File: src/pkt_pkg.sv
// Each link word holds two ASCII characters with the first one in the upper byte
package pkt_pkg;

   //////////////////////////////////////////////////////////////////////
   // Widths and counts
   //////////////////////////////////////////////////////////////////////
   localparam int LINK_NBIT     = 16;
   localparam int CHAR_NBIT     = LINK_NBIT / 2;
   localparam int TX_ADDR_NBIT  = 4;
   localparam int IO_UNIT_NBIT  = 8;
   localparam int IO_BANK_NUM   = 3;
   localparam int IO_BANK_NBIT  = 2;
   localparam int IO_DATA_NUM   = 3;
   localparam int MSG_LEN_NBIT  = 4;
   // Mask, direction and data bytes of one bank
   localparam int MSG_DATA_NBIT = IO_DATA_NUM * IO_UNIT_NBIT;

   //////////////////////////////////////////////////////////////////////
   // Message words
   //////////////////////////////////////////////////////////////////////
   localparam logic [LINK_NBIT-1:0] MSG_HEAD = "##";
   // Line feed and carriage return
   localparam logic [CHAR_NBIT-1:0] MSG_END_N = 8'h0A;
   localparam logic [CHAR_NBIT-1:0] MSG_END_R = 8'h0D;

   localparam logic [LINK_NBIT-1:0] MSG_TYPE_HANDSHAKE = "00";
   localparam logic [LINK_NBIT-1:0] MSG_TYPE_IOCTRL    = "02";

   localparam logic [LINK_NBIT-1:0] MSG_MODE_SETDATA = "01";
   localparam logic [LINK_NBIT-1:0] MSG_MODE_EXEDATA = "02";
   localparam logic [LINK_NBIT-1:0] MSG_MODE_SEXDATA = "03";

   localparam logic [LINK_NBIT-1:0] MSG_PASS = "PS";
   localparam logic [LINK_NBIT-1:0] MSG_FAIL = "FL";

   // Response codes
   localparam logic [LINK_NBIT-1:0] RESP_CODE_00 = "00";
   localparam logic [LINK_NBIT-1:0] RESP_CODE_01 = "01";
   localparam logic [LINK_NBIT-1:0] RESP_CODE_02 = "02";
   localparam logic [LINK_NBIT-1:0] RESP_CODE_03 = "03";
   localparam logic [LINK_NBIT-1:0] RESP_CODE_11 = "11";
   localparam logic [LINK_NBIT-1:0] RESP_CODE_12 = "12";
   localparam logic [LINK_NBIT-1:0] RESP_CODE_13 = "13";
   localparam logic [LINK_NBIT-1:0] RESP_CODE_21 = "21";
   localparam logic [LINK_NBIT-1:0] RESP_CODE_22 = "22";
   localparam logic [LINK_NBIT-1:0] RESP_CODE_23 = "23";

   // Carriage return first, then line feed
   localparam logic [LINK_NBIT-1:0] RESP_END = {MSG_END_R, MSG_END_N};

   //////////////////////////////////////////////////////////////////////
   // Hex conversion
   //////////////////////////////////////////////////////////////////////

   // Result is {error, nibble}, upper and lower case letters accepted
   function automatic logic [4:0] hex_char_to_nibble(input logic [CHAR_NBIT-1:0] c);
      if (c >= "0" && c <= "9") begin
         return {1'b0, c[3:0]};
      end else if ((c >= "A" && c <= "F") || (c >= "a" && c <= "f")) begin
         // Letters sit at 0x41 and 0x61 so the low nibble plus 9 gives the value
         return {1'b0, c[3:0] + 4'd9};
      end else begin
         return 5'b10000;
      end
   endfunction

   function automatic logic [CHAR_NBIT-1:0] nibble_to_hex_char(input logic [3:0] n);
      if (n < 4'd10) begin
         return {4'h3, n};
      end else begin
         return {4'h4, n - 4'd9};
      end
   endfunction

endpackage

File: src/msg_parser.sv
// i_rx_sop may come with the head word or before it, and i_rx_eop with or after the end word
`timescale 1ns/1ps
module msg_parser (
   input  logic                                clk,
   input  logic                                i_rst_n,
   input  logic                                i_rx_vd,
   input  logic [pkt_pkg::LINK_NBIT-1:0]       i_rx_data,
   input  logic                                i_rx_sop,
   input  logic                                i_rx_eop,
   output logic                                o_msg_done,
   output logic [pkt_pkg::LINK_NBIT-1:0]       o_msg_type,
   output logic [pkt_pkg::LINK_NBIT-1:0]       o_msg_mode,
   output logic [pkt_pkg::LINK_NBIT-1:0]       o_msg_chaddr,
   output logic [pkt_pkg::IO_BANK_NBIT-1:0]    o_msg_bank,
   output logic                                o_msg_err,
   output logic [pkt_pkg::MSG_LEN_NBIT-1:0]    o_msg_len,
   output logic [pkt_pkg::MSG_DATA_NBIT-1:0]   o_msg_data
);
   import pkt_pkg::*;

   typedef enum logic [2:0] {
      ST_IDLE,
      ST_HEAD,
      ST_TYPE,
      ST_MODE,
      ST_CHADDR,
      ST_DATA,
      ST_END
   } rx_state_t;

   rx_state_t            state;
   logic                 is_end;
   logic [4:0]           hi_nib;
   logic [4:0]           lo_nib;
   logic [CHAR_NBIT-1:0] rx_byte;
   logic                 rx_bad;

   // End word is recognised by its second character alone
   assign is_end  = (i_rx_data[CHAR_NBIT-1:0] == MSG_END_N) ||
                    (i_rx_data[CHAR_NBIT-1:0] == MSG_END_R);

   assign hi_nib  = hex_char_to_nibble(i_rx_data[LINK_NBIT-1:CHAR_NBIT]);
   assign lo_nib  = hex_char_to_nibble(i_rx_data[CHAR_NBIT-1:0]);
   assign rx_byte = {hi_nib[3:0], lo_nib[3:0]};
   assign rx_bad  = hi_nib[4] | lo_nib[4];

   //////////////////////////////////////////////////////////////////////
   // Receive FSM
   //////////////////////////////////////////////////////////////////////
   always_ff @(posedge clk or negedge i_rst_n) begin
      if (!i_rst_n) begin
         state      <= ST_IDLE;
         o_msg_done <= 1'b0;
      end else begin
         o_msg_done <= 1'b0;
         if (i_rx_sop) begin
            state <= (i_rx_vd && i_rx_data == MSG_HEAD) ? ST_TYPE : ST_HEAD;
         end else if (i_rx_eop && state >= ST_MODE) begin
            // Message closes once the type is known
            o_msg_done <= 1'b1;
            state      <= ST_IDLE;
         end else if (i_rx_vd) begin
            case (state)
               ST_HEAD:   state <= (i_rx_data == MSG_HEAD) ? ST_TYPE : ST_HEAD;
               ST_TYPE:   state <= ST_MODE;
               ST_MODE:   state <= is_end ? ST_END : ST_CHADDR;
               ST_CHADDR: state <= is_end ? ST_END : ST_DATA;
               ST_DATA:   state <= is_end ? ST_END : ST_DATA;
               default:   state <= state;
            endcase
         end
      end
   end

   //////////////////////////////////////////////////////////////////////
   // Field capture
   //////////////////////////////////////////////////////////////////////
   always_ff @(posedge clk) begin
      if (i_rx_vd && !i_rx_sop) begin
         case (state)
            ST_TYPE: begin
               // Fields of the previous message stay valid up to here
               o_msg_type   <= i_rx_data;
               o_msg_mode   <= '0;
               o_msg_chaddr <= '0;
               o_msg_bank   <= '0;
               o_msg_err    <= 1'b0;
               o_msg_len    <= '0;
               o_msg_data   <= '0;
            end
            ST_MODE: begin
               o_msg_mode <= is_end ? '0 : i_rx_data;
            end
            ST_CHADDR: begin
               if (!is_end) begin
                  o_msg_chaddr <= i_rx_data;
                  o_msg_bank   <= rx_byte[IO_BANK_NBIT-1:0];
                  o_msg_err    <= rx_bad;
               end
            end
            ST_DATA: begin
               if (!is_end) begin
                  o_msg_data <= {o_msg_data[MSG_DATA_NBIT-CHAR_NBIT-1:0], rx_byte};
                  // Saturates so a long message never looks like length 0
                  o_msg_len  <= o_msg_len + (o_msg_len != '1);
                  o_msg_err  <= o_msg_err | rx_bad;
               end
            end
            default: begin
            end
         endcase
      end
   end

endmodule

File: src/io_ctrl_exec.sv
// Bank index 3 is out of range and updates nothing, and the input pins are sampled on o_msg_done
`timescale 1ns/1ps
module io_ctrl_exec (
   input  logic                                clk,
   input  logic                                i_rst_n,
   input  logic                                i_msg_done,
   input  logic [pkt_pkg::LINK_NBIT-1:0]       i_msg_type,
   input  logic [pkt_pkg::LINK_NBIT-1:0]       i_msg_mode,
   input  logic [pkt_pkg::IO_BANK_NBIT-1:0]    i_msg_bank,
   input  logic                                i_msg_err,
   input  logic [pkt_pkg::MSG_LEN_NBIT-1:0]    i_msg_len,
   input  logic [pkt_pkg::MSG_DATA_NBIT-1:0]   i_msg_data,
   input  logic [pkt_pkg::IO_UNIT_NBIT-1:0]    i_p1_io_db,
   input  logic [pkt_pkg::IO_UNIT_NBIT-1:0]    i_p2_io_db,
   input  logic [pkt_pkg::IO_UNIT_NBIT-1:0]    i_p3_io_db,
   output logic [pkt_pkg::IO_UNIT_NBIT-1:0]    o_p1_io_dir,
   output logic [pkt_pkg::IO_UNIT_NBIT-1:0]    o_p1_io_db,
   output logic [pkt_pkg::IO_UNIT_NBIT-1:0]    o_p2_io_dir,
   output logic [pkt_pkg::IO_UNIT_NBIT-1:0]    o_p2_io_db,
   output logic [pkt_pkg::IO_UNIT_NBIT-1:0]    o_p3_io_dir,
   output logic [pkt_pkg::IO_UNIT_NBIT-1:0]    o_p3_io_db,
   output logic                                o_resp_start,
   output logic [pkt_pkg::LINK_NBIT-1:0]       o_resp_type,
   output logic [pkt_pkg::LINK_NBIT-1:0]       o_resp_pf,
   output logic [pkt_pkg::LINK_NBIT-1:0]       o_resp_code,
   output logic [pkt_pkg::IO_UNIT_NBIT-1:0]    o_bank_mask,
   output logic [pkt_pkg::IO_UNIT_NBIT-1:0]    o_bank_dir,
   output logic [pkt_pkg::IO_UNIT_NBIT-1:0]    o_bank_data
);
   import pkt_pkg::*;

   // Stored settings and driven outputs per bank, direction 1 is output
   logic [IO_UNIT_NBIT-1:0] mask_q  [IO_BANK_NUM];
   logic [IO_UNIT_NBIT-1:0] dir_q   [IO_BANK_NUM];
   logic [IO_UNIT_NBIT-1:0] data_q  [IO_BANK_NUM];
   logic [IO_UNIT_NBIT-1:0] out_dir [IO_BANK_NUM];
   logic [IO_UNIT_NBIT-1:0] out_db  [IO_BANK_NUM];
   logic [IO_UNIT_NBIT-1:0] pin_db  [IO_BANK_NUM];
   logic [IO_BANK_NBIT-1:0] resp_bank;

   logic                    is_hs, is_io, bank_ok, resp_ok, len_ok;
   logic                    do_set, do_exe;
   logic [LINK_NBIT-1:0]    pf_d, code_d;
   logic [IO_UNIT_NBIT-1:0] cur_mask, cur_dir, cur_data, cur_pin;
   logic [IO_UNIT_NBIT-1:0] msg_mask, msg_dir, msg_db;
   logic [IO_UNIT_NBIT-1:0] new_dir, new_data;

   assign pin_db[0]   = i_p1_io_db;
   assign pin_db[1]   = i_p2_io_db;
   assign pin_db[2]   = i_p3_io_db;
   assign o_p1_io_dir = out_dir[0];
   assign o_p1_io_db  = out_db[0];
   assign o_p2_io_dir = out_dir[1];
   assign o_p2_io_db  = out_db[1];
   assign o_p3_io_dir = out_dir[2];
   assign o_p3_io_db  = out_db[2];

   assign is_hs   = (i_msg_type == MSG_TYPE_HANDSHAKE);
   assign is_io   = (i_msg_type == MSG_TYPE_IOCTRL);
   assign bank_ok = (i_msg_bank < IO_BANK_NUM);
   assign len_ok  = (i_msg_len == IO_DATA_NUM);

   assign cur_mask = bank_ok ? mask_q[i_msg_bank] : '0;
   assign cur_dir  = bank_ok ? dir_q[i_msg_bank]  : '0;
   assign cur_data = bank_ok ? data_q[i_msg_bank] : '0;
   assign cur_pin  = bank_ok ? pin_db[i_msg_bank] : '0;

   //////////////////////////////////////////////////////////////////////
   // Masked merge
   //////////////////////////////////////////////////////////////////////
   assign msg_mask = i_msg_data[3*IO_UNIT_NBIT-1 -: IO_UNIT_NBIT];
   assign msg_dir  = i_msg_data[2*IO_UNIT_NBIT-1 -: IO_UNIT_NBIT];
   assign msg_db   = i_msg_data[IO_UNIT_NBIT-1:0];

   // Masked bits keep their state, input bits take the pin level
   assign new_dir  = (msg_mask & cur_dir) | (~msg_mask & msg_dir);
   assign new_data = (msg_mask & cur_data) |
                     (~msg_mask & ((new_dir & msg_db) | (~new_dir & cur_pin)));

   // Pass or fail code, length is checked before bad characters
   always_comb begin
      do_set = 1'b0;
      do_exe = 1'b0;
      code_d = RESP_CODE_00;
      if (is_hs) begin
         code_d = RESP_CODE_01;
      end else begin
         case (i_msg_mode)
            MSG_MODE_SETDATA: begin
               code_d = !len_ok ? RESP_CODE_02 : (i_msg_err ? RESP_CODE_03 : RESP_CODE_01);
               do_set = len_ok && !i_msg_err;
            end
            MSG_MODE_EXEDATA: begin
               // A bad channel character is reported as 13
               code_d = (i_msg_len != '0) ? RESP_CODE_12 :
                        (i_msg_err ? RESP_CODE_13 : RESP_CODE_11);
               do_exe = (i_msg_len == '0) && !i_msg_err;
            end
            MSG_MODE_SEXDATA: begin
               code_d = !len_ok ? RESP_CODE_22 : (i_msg_err ? RESP_CODE_23 : RESP_CODE_21);
               do_set = len_ok && !i_msg_err;
               do_exe = len_ok && !i_msg_err;
            end
            default: begin
            end
         endcase
      end
      pf_d = (is_hs || do_set || do_exe) ? MSG_PASS : MSG_FAIL;
   end

   //////////////////////////////////////////////////////////////////////
   // Bank registers
   //////////////////////////////////////////////////////////////////////
   always_ff @(posedge clk or negedge i_rst_n) begin
      if (!i_rst_n) begin
         for (int b = 0; b < IO_BANK_NUM; b++) begin
            mask_q[b]  <= '0;
            dir_q[b]   <= '0;
            data_q[b]  <= '0;
            out_dir[b] <= '0;
            out_db[b]  <= '0;
         end
         o_resp_start <= 1'b0;
      end else begin
         // Unknown types get no response
         o_resp_start <= i_msg_done && (is_hs || is_io);
         if (i_msg_done && is_io && bank_ok) begin
            if (do_set) begin
               mask_q[i_msg_bank] <= msg_mask;
               dir_q[i_msg_bank]  <= new_dir;
               data_q[i_msg_bank] <= new_data;
            end
            if (do_exe) begin
               out_db[i_msg_bank]  <= do_set ? (new_data & ~msg_mask) : (cur_data & ~cur_mask);
               out_dir[i_msg_bank] <= do_set ? new_dir : cur_dir;
            end
         end
      end
   end

   always_ff @(posedge clk) begin
      if (i_msg_done) begin
         o_resp_type <= i_msg_type;
         o_resp_pf   <= pf_d;
         o_resp_code <= code_d;
         resp_bank   <= i_msg_bank;
      end
   end

   // Echo of the addressed bank after the update
   assign resp_ok     = (resp_bank < IO_BANK_NUM);
   assign o_bank_mask = resp_ok ? mask_q[resp_bank] : '0;
   assign o_bank_dir  = resp_ok ? dir_q[resp_bank]  : '0;
   assign o_bank_data = resp_ok ? data_q[resp_bank] : '0;

endmodule

File: src/resp_builder.sv
// No back-pressure, and an i_resp_start that arrives while a response is sent is dropped
`timescale 1ns/1ps
module resp_builder (
   input  logic                                clk,
   input  logic                                i_rst_n,
   input  logic                                i_resp_start,
   input  logic [pkt_pkg::LINK_NBIT-1:0]       i_resp_type,
   input  logic [pkt_pkg::LINK_NBIT-1:0]       i_resp_pf,
   input  logic [pkt_pkg::LINK_NBIT-1:0]       i_resp_code,
   input  logic [pkt_pkg::LINK_NBIT-1:0]       i_msg_chaddr,
   input  logic [pkt_pkg::IO_UNIT_NBIT-1:0]    i_bank_mask,
   input  logic [pkt_pkg::IO_UNIT_NBIT-1:0]    i_bank_dir,
   input  logic [pkt_pkg::IO_UNIT_NBIT-1:0]    i_bank_data,
   output logic                                o_tx_vd,
   output logic [pkt_pkg::TX_ADDR_NBIT-1:0]    o_tx_addr,
   output logic [pkt_pkg::LINK_NBIT-1:0]       o_tx_data,
   output logic                                o_tx_eop
);
   import pkt_pkg::*;

   typedef enum logic [2:0] {
      ST_IDLE,
      ST_HEAD,
      ST_TYPE,
      ST_PF,
      ST_CODE,
      ST_CHADDR,
      ST_DATA,
      ST_END
   } tx_state_t;

   tx_state_t                state;
   logic [1:0]               data_cnt;
   logic [LINK_NBIT-1:0]     r_type, r_pf, r_code, r_chaddr;
   logic [MSG_DATA_NBIT-1:0] r_bytes;
   logic [LINK_NBIT-1:0]     hex_word;

   // Top byte of the shift register as two hex characters
   assign hex_word = {nibble_to_hex_char(r_bytes[MSG_DATA_NBIT-1 -: 4]),
                      nibble_to_hex_char(r_bytes[MSG_DATA_NBIT-5 -: 4])};

   //////////////////////////////////////////////////////////////////////
   // Transmit FSM
   //////////////////////////////////////////////////////////////////////
   always_ff @(posedge clk or negedge i_rst_n) begin
      if (!i_rst_n) begin
         state     <= ST_IDLE;
         data_cnt  <= '0;
         o_tx_vd   <= 1'b0;
         o_tx_eop  <= 1'b0;
         o_tx_addr <= '0;
      end else begin
         o_tx_vd   <= (state != ST_IDLE);
         o_tx_eop  <= 1'b0;
         // Head word sits at address 0
         o_tx_addr <= (state == ST_IDLE || state == ST_HEAD) ? '0 : o_tx_addr + 1'b1;
         case (state)
            ST_IDLE: state <= i_resp_start ? ST_HEAD : ST_IDLE;
            ST_HEAD: state <= ST_TYPE;
            ST_TYPE: state <= ST_PF;
            ST_PF:   state <= ST_CODE;
            ST_CODE: begin
               // Handshake response stops at the code word
               if (r_type == MSG_TYPE_HANDSHAKE) begin
                  o_tx_eop <= 1'b1;
                  state    <= ST_IDLE;
               end else begin
                  state <= ST_CHADDR;
               end
            end
            ST_CHADDR: begin
               data_cnt <= 2'(IO_DATA_NUM - 1);
               state    <= ST_DATA;
            end
            ST_DATA: begin
               data_cnt <= data_cnt - 1'b1;
               state    <= (data_cnt == '0) ? ST_END : ST_DATA;
            end
            ST_END: begin
               o_tx_eop <= 1'b1;
               state    <= ST_IDLE;
            end
            default: state <= ST_IDLE;
         endcase
      end
   end

   //////////////////////////////////////////////////////////////////////
   // Word data
   //////////////////////////////////////////////////////////////////////
   always_ff @(posedge clk) begin
      case (state)
         ST_IDLE: begin
            // Everything is captured so a following message cannot disturb it
            if (i_resp_start) begin
               r_type   <= i_resp_type;
               r_pf     <= i_resp_pf;
               r_code   <= i_resp_code;
               r_chaddr <= i_msg_chaddr;
               r_bytes  <= {i_bank_mask, i_bank_dir, i_bank_data};
            end
         end
         ST_HEAD:   o_tx_data <= MSG_HEAD;
         ST_TYPE:   o_tx_data <= r_type;
         ST_PF:     o_tx_data <= r_pf;
         ST_CODE:   o_tx_data <= r_code;
         ST_CHADDR: o_tx_data <= r_chaddr;
         ST_DATA: begin
            o_tx_data <= hex_word;
            r_bytes   <= r_bytes << CHAR_NBIT;
         end
         ST_END:    o_tx_data <= RESP_END;
         default: begin
         end
      endcase
   end

endmodule

File: src/pkt_decode.sv
// The host must not finish a new message while a response is still going out on o_tx_*
`timescale 1ns/1ps
module pkt_decode (
   input  logic                                clk,
   input  logic                                i_rst_n,
   input  logic                                i_rx_vd,
   input  logic [pkt_pkg::LINK_NBIT-1:0]       i_rx_data,
   input  logic                                i_rx_sop,
   input  logic                                i_rx_eop,
   input  logic [pkt_pkg::IO_UNIT_NBIT-1:0]    i_p1_io_db,
   output logic [pkt_pkg::IO_UNIT_NBIT-1:0]    o_p1_io_dir,
   output logic [pkt_pkg::IO_UNIT_NBIT-1:0]    o_p1_io_db,
   input  logic [pkt_pkg::IO_UNIT_NBIT-1:0]    i_p2_io_db,
   output logic [pkt_pkg::IO_UNIT_NBIT-1:0]    o_p2_io_dir,
   output logic [pkt_pkg::IO_UNIT_NBIT-1:0]    o_p2_io_db,
   input  logic [pkt_pkg::IO_UNIT_NBIT-1:0]    i_p3_io_db,
   output logic [pkt_pkg::IO_UNIT_NBIT-1:0]    o_p3_io_dir,
   output logic [pkt_pkg::IO_UNIT_NBIT-1:0]    o_p3_io_db,
   output logic                                o_tx_vd,
   output logic [pkt_pkg::TX_ADDR_NBIT-1:0]    o_tx_addr,
   output logic [pkt_pkg::LINK_NBIT-1:0]       o_tx_data,
   output logic                                o_tx_eop
);
   import pkt_pkg::*;

   // Parser to executer
   logic                     msg_done, msg_err;
   logic [LINK_NBIT-1:0]     msg_type, msg_mode, msg_chaddr;
   logic [IO_BANK_NBIT-1:0]  msg_bank;
   logic [MSG_LEN_NBIT-1:0]  msg_len;
   logic [MSG_DATA_NBIT-1:0] msg_data;

   // Executer to response builder
   logic                     resp_start;
   logic [LINK_NBIT-1:0]     resp_type, resp_pf, resp_code;
   logic [IO_UNIT_NBIT-1:0]  bank_mask, bank_dir, bank_data;

   msg_parser u_parser (
      .clk (clk), .i_rst_n (i_rst_n),
      .i_rx_vd (i_rx_vd), .i_rx_data (i_rx_data),
      .i_rx_sop (i_rx_sop), .i_rx_eop (i_rx_eop),
      .o_msg_done (msg_done), .o_msg_type (msg_type), .o_msg_mode (msg_mode),
      .o_msg_chaddr (msg_chaddr), .o_msg_bank (msg_bank), .o_msg_err (msg_err),
      .o_msg_len (msg_len), .o_msg_data (msg_data)
   );

   io_ctrl_exec u_exec (
      .clk (clk), .i_rst_n (i_rst_n),
      .i_msg_done (msg_done), .i_msg_type (msg_type), .i_msg_mode (msg_mode),
      .i_msg_bank (msg_bank), .i_msg_err (msg_err), .i_msg_len (msg_len),
      .i_msg_data (msg_data),
      .i_p1_io_db (i_p1_io_db), .i_p2_io_db (i_p2_io_db), .i_p3_io_db (i_p3_io_db),
      .o_p1_io_dir (o_p1_io_dir), .o_p1_io_db (o_p1_io_db),
      .o_p2_io_dir (o_p2_io_dir), .o_p2_io_db (o_p2_io_db),
      .o_p3_io_dir (o_p3_io_dir), .o_p3_io_db (o_p3_io_db),
      .o_resp_start (resp_start), .o_resp_type (resp_type),
      .o_resp_pf (resp_pf), .o_resp_code (resp_code),
      .o_bank_mask (bank_mask), .o_bank_dir (bank_dir), .o_bank_data (bank_data)
   );

   resp_builder u_builder (
      .clk (clk), .i_rst_n (i_rst_n),
      .i_resp_start (resp_start), .i_resp_type (resp_type),
      .i_resp_pf (resp_pf), .i_resp_code (resp_code), .i_msg_chaddr (msg_chaddr),
      .i_bank_mask (bank_mask), .i_bank_dir (bank_dir), .i_bank_data (bank_data),
      .o_tx_vd (o_tx_vd), .o_tx_addr (o_tx_addr),
      .o_tx_data (o_tx_data), .o_tx_eop (o_tx_eop)
   );

endmodule

File: config.mk
export PLATFORM = sky130hd
export DESIGN_NAME = pkt_decode
export DESIGN_NICKNAME = d
export VERILOG_FILES = /design/src/pkt_pkg.sv /design/src/msg_parser.sv /design/src/io_ctrl_exec.sv /design/src/resp_builder.sv /design/src/pkt_decode.sv
export SDC_FILE = /design/constraint.sdc
export NUM_CORES = 1
export LEC_CHECK = 0
export BUFFER_PORTS_ARGS = -buffer_cell sky130_fd_sc_hd__buf_2
export CAP_MARGIN = 20
export CORE_MARGIN = 2
export CORE_UTILIZATION = 31
export DETAILED_ROUTE_END_ITERATION = 10
export SKIP_CTS_REPAIR_TIMING = 1
export SYNTH_ARGS = -nofsm -noshare
export SYNTH_HDL_FRONTEND = slang
export SYNTH_HIERARCHICAL = 1
export SYNTH_SLANG_ARGS = --single-unit
File: constraint.sdc
create_clock -name clk -period 7.4 [get_ports clk]
set_input_delay 1.11 -clock clk [delete_from_list [all_inputs] [get_ports clk]]
set_output_delay 1.11 -clock clk [all_outputs]
set_load 0.005 [all_outputs]
==> results <==
- By startpoint and endpoint, the worst setup path is classified as register to register.
- The worst setup path is captured at a register.
- The delay contributed by the slowest stage of the critical path is 0.96 ns.
- The post-detailed-route wirelength per cell is 19.04 um.
- The floorplan has 82 rows.
- The hold-critical path depth is 0.
- For this run, the post-layout net count is 1,379.
- The first global-routing pass estimated 59.79 mm of wire.
- The number of antenna violations at the first check in global routing is 0.
- In this run the biggest area consumer among cell types represents 39.85% of the synthesized area.
- Counting cells, the worst reg-to-reg path comes to 4.
- STA puts the critical path data arrival time at 3.62 ns.
- The number of max-slew violations in the final report came to 0.
- Detailed placement finished with a half-perimeter wire length of 26.28 mm.
- The top-level port count is 115.
- The timing-limited maximum frequency is 0.3111 GHz.
- The cell with the most instances after synthesis is edfxtp_1.
- The slew at the pin closest to its max-slew limit is 1.049 ns.
- The final number of setup-violating endpoints is 0.
- The sequential cells in the finished layout cover a total of 9619 um^2.
- The die outline height is 228.3 um.
- Using the TritonRoute via totals, the vias-per-cell ratio works out to 4.874.
- Setup total negative slack on the finished layout was measured at 0 ns.
- The worst setup path is launched from a register.
- The number of failing hold endpoints at the final stage came to 0.
- Entering global routing, the biggest net connects 84 pins.
- In this run the number of H-tree levels came out at 2.
- The clock reaches the later pin of the worst-skew pair after 0.55 ns.
- The cell accounting for the most synthesized area is edfxtp_1.
- The number of placed instances, taps included is 1,948.
- The smallest clock period supported by the final layout is computed as 3.214 ns.
- The repair_antennas step left the layout with diodes totalling 0.
- The longest clock path from root to sink contains 3 buffers.
- The worst register-to-register path begins at u_parser/o_msg_mode[11]$_SDFFCE_PP0P_.
- The flip-flop cell with the highest count after synthesis is edfxtp_1.
- The max capacitance violation total is 0.
- Summing all non-filler instances in the final layout gives an area of 18,110 um^2.
- The register area share after synthesis is 61.66%.
- In the post-synthesis netlist, the biggest area contributors are edfxtp_1, dfrtp_1, mux2_2.
- The mean instance size in the synthesized netlist is 12.88 um^2.
- STA puts the critical path data required time at 7.81 ns.
- The highest-delay cell along the critical path is nand4_1.
- The initial utilization of the core area, before any placement, comes to 31.22%.
- The peak ir drop on the vdd network is 131.1 uV.
- In this run the static leakage power is 7.483 nW.
- The share of synthesized registers carrying an async set or reset is 39.65%.
- The synthesized design contains 343 register bits.
- Setup repair after global routing left no endpoint under its margin.
- The endpoint of the worst hold path is u_builder/r_type[10]$_DFFE_PP_.
- The share of cells above drive strength 1 is 23.18%.
- The total length of routed wires is 38.42 mm.
- The detail route stage leaves a number of antenna-violating nets equal to 0.
- The placeable core area is 49,970 um^2.
- The final route contains 9,836 vias.
- The worst-path maximum fanout is 16.
- The flow ran to the end, and the final reports show no timing, DRC or antenna violations.
- Summed over all layers, the global routing overflow is 0.
- The sink count of the clock tree is 343.
- The weighted congestion reported at the end of routability-driven placement is 0.8318.
- Ranked by instance count, the synthesized netlist is headed by edfxtp_1, nand2_1, dfrtp_1.
- The filler cell count is 4,816.
- The first element of the critical path is u_parser/o_msg_mode[11]$_SDFFCE_PP0P_.
- The sum of internal, switching and leakage power is 4.871 mW.
- The class of the tightest hold or removal check is register to register.
- The instance count of the mapped netlist is 1,211.
- The detailed-route DRC error count is 0.
- The signal on the critical path passes through or4b_4 -> nor4_2 -> nand4_1 -> mux2_2.
- The power per unit of standard cell area is 268.9 nW/um^2.
- The start point of the worst min-delay path is u_exec/o_resp_type[10]$_DFFE_PP_.
- The number of detailed-routing iterations run before antenna repair is 9.
- The number of enable-type register cells in the synthesized netlist is 207.
- After the flow finishes, the layout carries non-filler instances totaling 2,018.
- TritonCTS built the clock tree.
- The via count of the first global-routing pass came to 9,805.
- Of the available clock period, the critical path in the final layout requires 43.44%.
- The capture instance of the worst register-to-register path is u_exec/mask_q[2]$_DFFE_PN0P_.
- The count of warnings emitted by yosys is 6.
- The number of buffers added on ports is 114.
- Between clock sinks in the finished design, the worst skew comes to 0.02868 ns.
- The standard cell area after detailed placement is 16,810 um^2.
- The width of the die is 228.3 um.
- After clock tree synthesis, the clock-pin slew on the worst setup and hold paths is 0.06 ns.
- Across every metal layer, demand over resource in global routing totals 14.71%.
- The number of different library cells used by synthesis comes to 81.
- The max-slew headroom at the worst pin is 29.88%.
- The setup slack of the worst register-to-register path is 4.19 ns.
- The detailed router's first-iteration violation count is 866.
- In this run the clock root is driven by a clkbuf_16.
- The clock buffer count from CTS is 39.
- Summing all multi-input logic gate instances after layout gives 5494 um^2.
- The overall die area is 52,130 um^2.
- The netlist area before placement is 15,600 um^2.
- Compared with the post-synthesis result, the final layout area differs by 16.09%.
## critical path: cells and delay by family (launching register included)
family / cells / cell delay [ns]
and+or+nand+nor: 3 / 2.13
muxes: 1 / 0.60
DFF: 1 / 0.37
## through the flow
step | utilization, % | worst slack, ns | hold WS [ns]
global route | 36.24 | 3.933 | 0.4176
global placement | 33.59 | 4.173 | 0.4058
floorplan | - | 3.070 | 0.4003
CTS | 36.24 | 4.189 | 0.4113
detailed placement | 33.64 | 4.218 | 0.4045
finish | 36.24 | 4.186 | 0.4149
## area by class of cell
type	instances	share of cell area [%]
Clock buffer	53	6.066
Clock inverter	17	1.119
Timing Repair Buffer	134	4.076
Sequential cell	343	53.12
Inverter	31	0.6425
Multi-Input combinational cell	768	30.34
Tap cell	672	4.643
## cell families after synthesis
kind of cell / Yosys count / share of synthesized area (%)
compound gates: 202 / 8.791
flops: 343 / 61.66
fa+ha+maj: 18 / 1.428
mux: 173 / 12.09
buf+inv: 118 / 3.818
xor+xnor: 8 / 0.4492
other cells: 2 / 0.04814
simple gates: 347 / 11.71
## worst max path at each step
stage | endpoint | cells past startpoint
final | u_exec/mask_q[2]$_DFFE_PN0P_ | 4
after detailed placement | u_builder/r_bytes[3]$_SDFFCE_PP0P_ | 4
after floorplan | u_parser/o_msg_data[0]$_SDFFCE_PN0P_ | 5
after CTS | u_exec/mask_q[2]$_DFFE_PN0P_ | 4
after global routing | u_builder/r_bytes[9]$_DFFE_PP_ | 4
after global placement | u_exec/o_p3_io_dir[2]$_DFFE_PN0P_ | 5
## registers in the layout, indices dropped and copies added, names as in the netlist, 16 cells and up
name                   cells
u_builder/r_type          16
u_exec/data_q             24
u_parser/o_msg_chaddr     16
u_exec/o_resp_type        16
u_exec/dir_q              24
u_builder/r_bytes         24
u_builder/r_chaddr        16
u_exec/mask_q             24
u_builder/r_pf            16
u_parser/o_msg_data       24
u_builder/r_code          16
u_builder/o_tx_data       16
u_parser/o_msg_mode       16
u_parser/o_msg_type       16
## cells in the final DEF (no fill, tap or decap), types with 15 or more instances in the layout
master / n
buf_2: 113
edfxtp_1: 207
nor2_1: 54
nand3_1: 18
conb_1: 20
nand2_1: 138
and2_1: 29
mux2_2: 84
a21o_1: 17
mux2i_1: 76
inv_1: 30
ha_1: 17
o211ai_1: 15
and3_1: 24
o21ai_0: 66
clkbuf_16: 39
buf_4: 18
a21oi_1: 27
dfrtp_1: 136
## power breakdown
group | switching [mW] | internal, mW | total [mW]
logic | 0.414 | 0.222 | 0.636
clock network | 0.772 | 1.18 | 1.96
registers | 0.0799 | 2.20 | 2.28
## layer usage
layer  GRT usage (%)  vias up  share of wire, %
li1                -     4629                 -
met1           20.35     4886                46
met2           23.39      269                47
met3           2.532       52               4.6
met4           5.004        0               2.8
met5               0        -                 0
(Power assumes the default switching activity.)
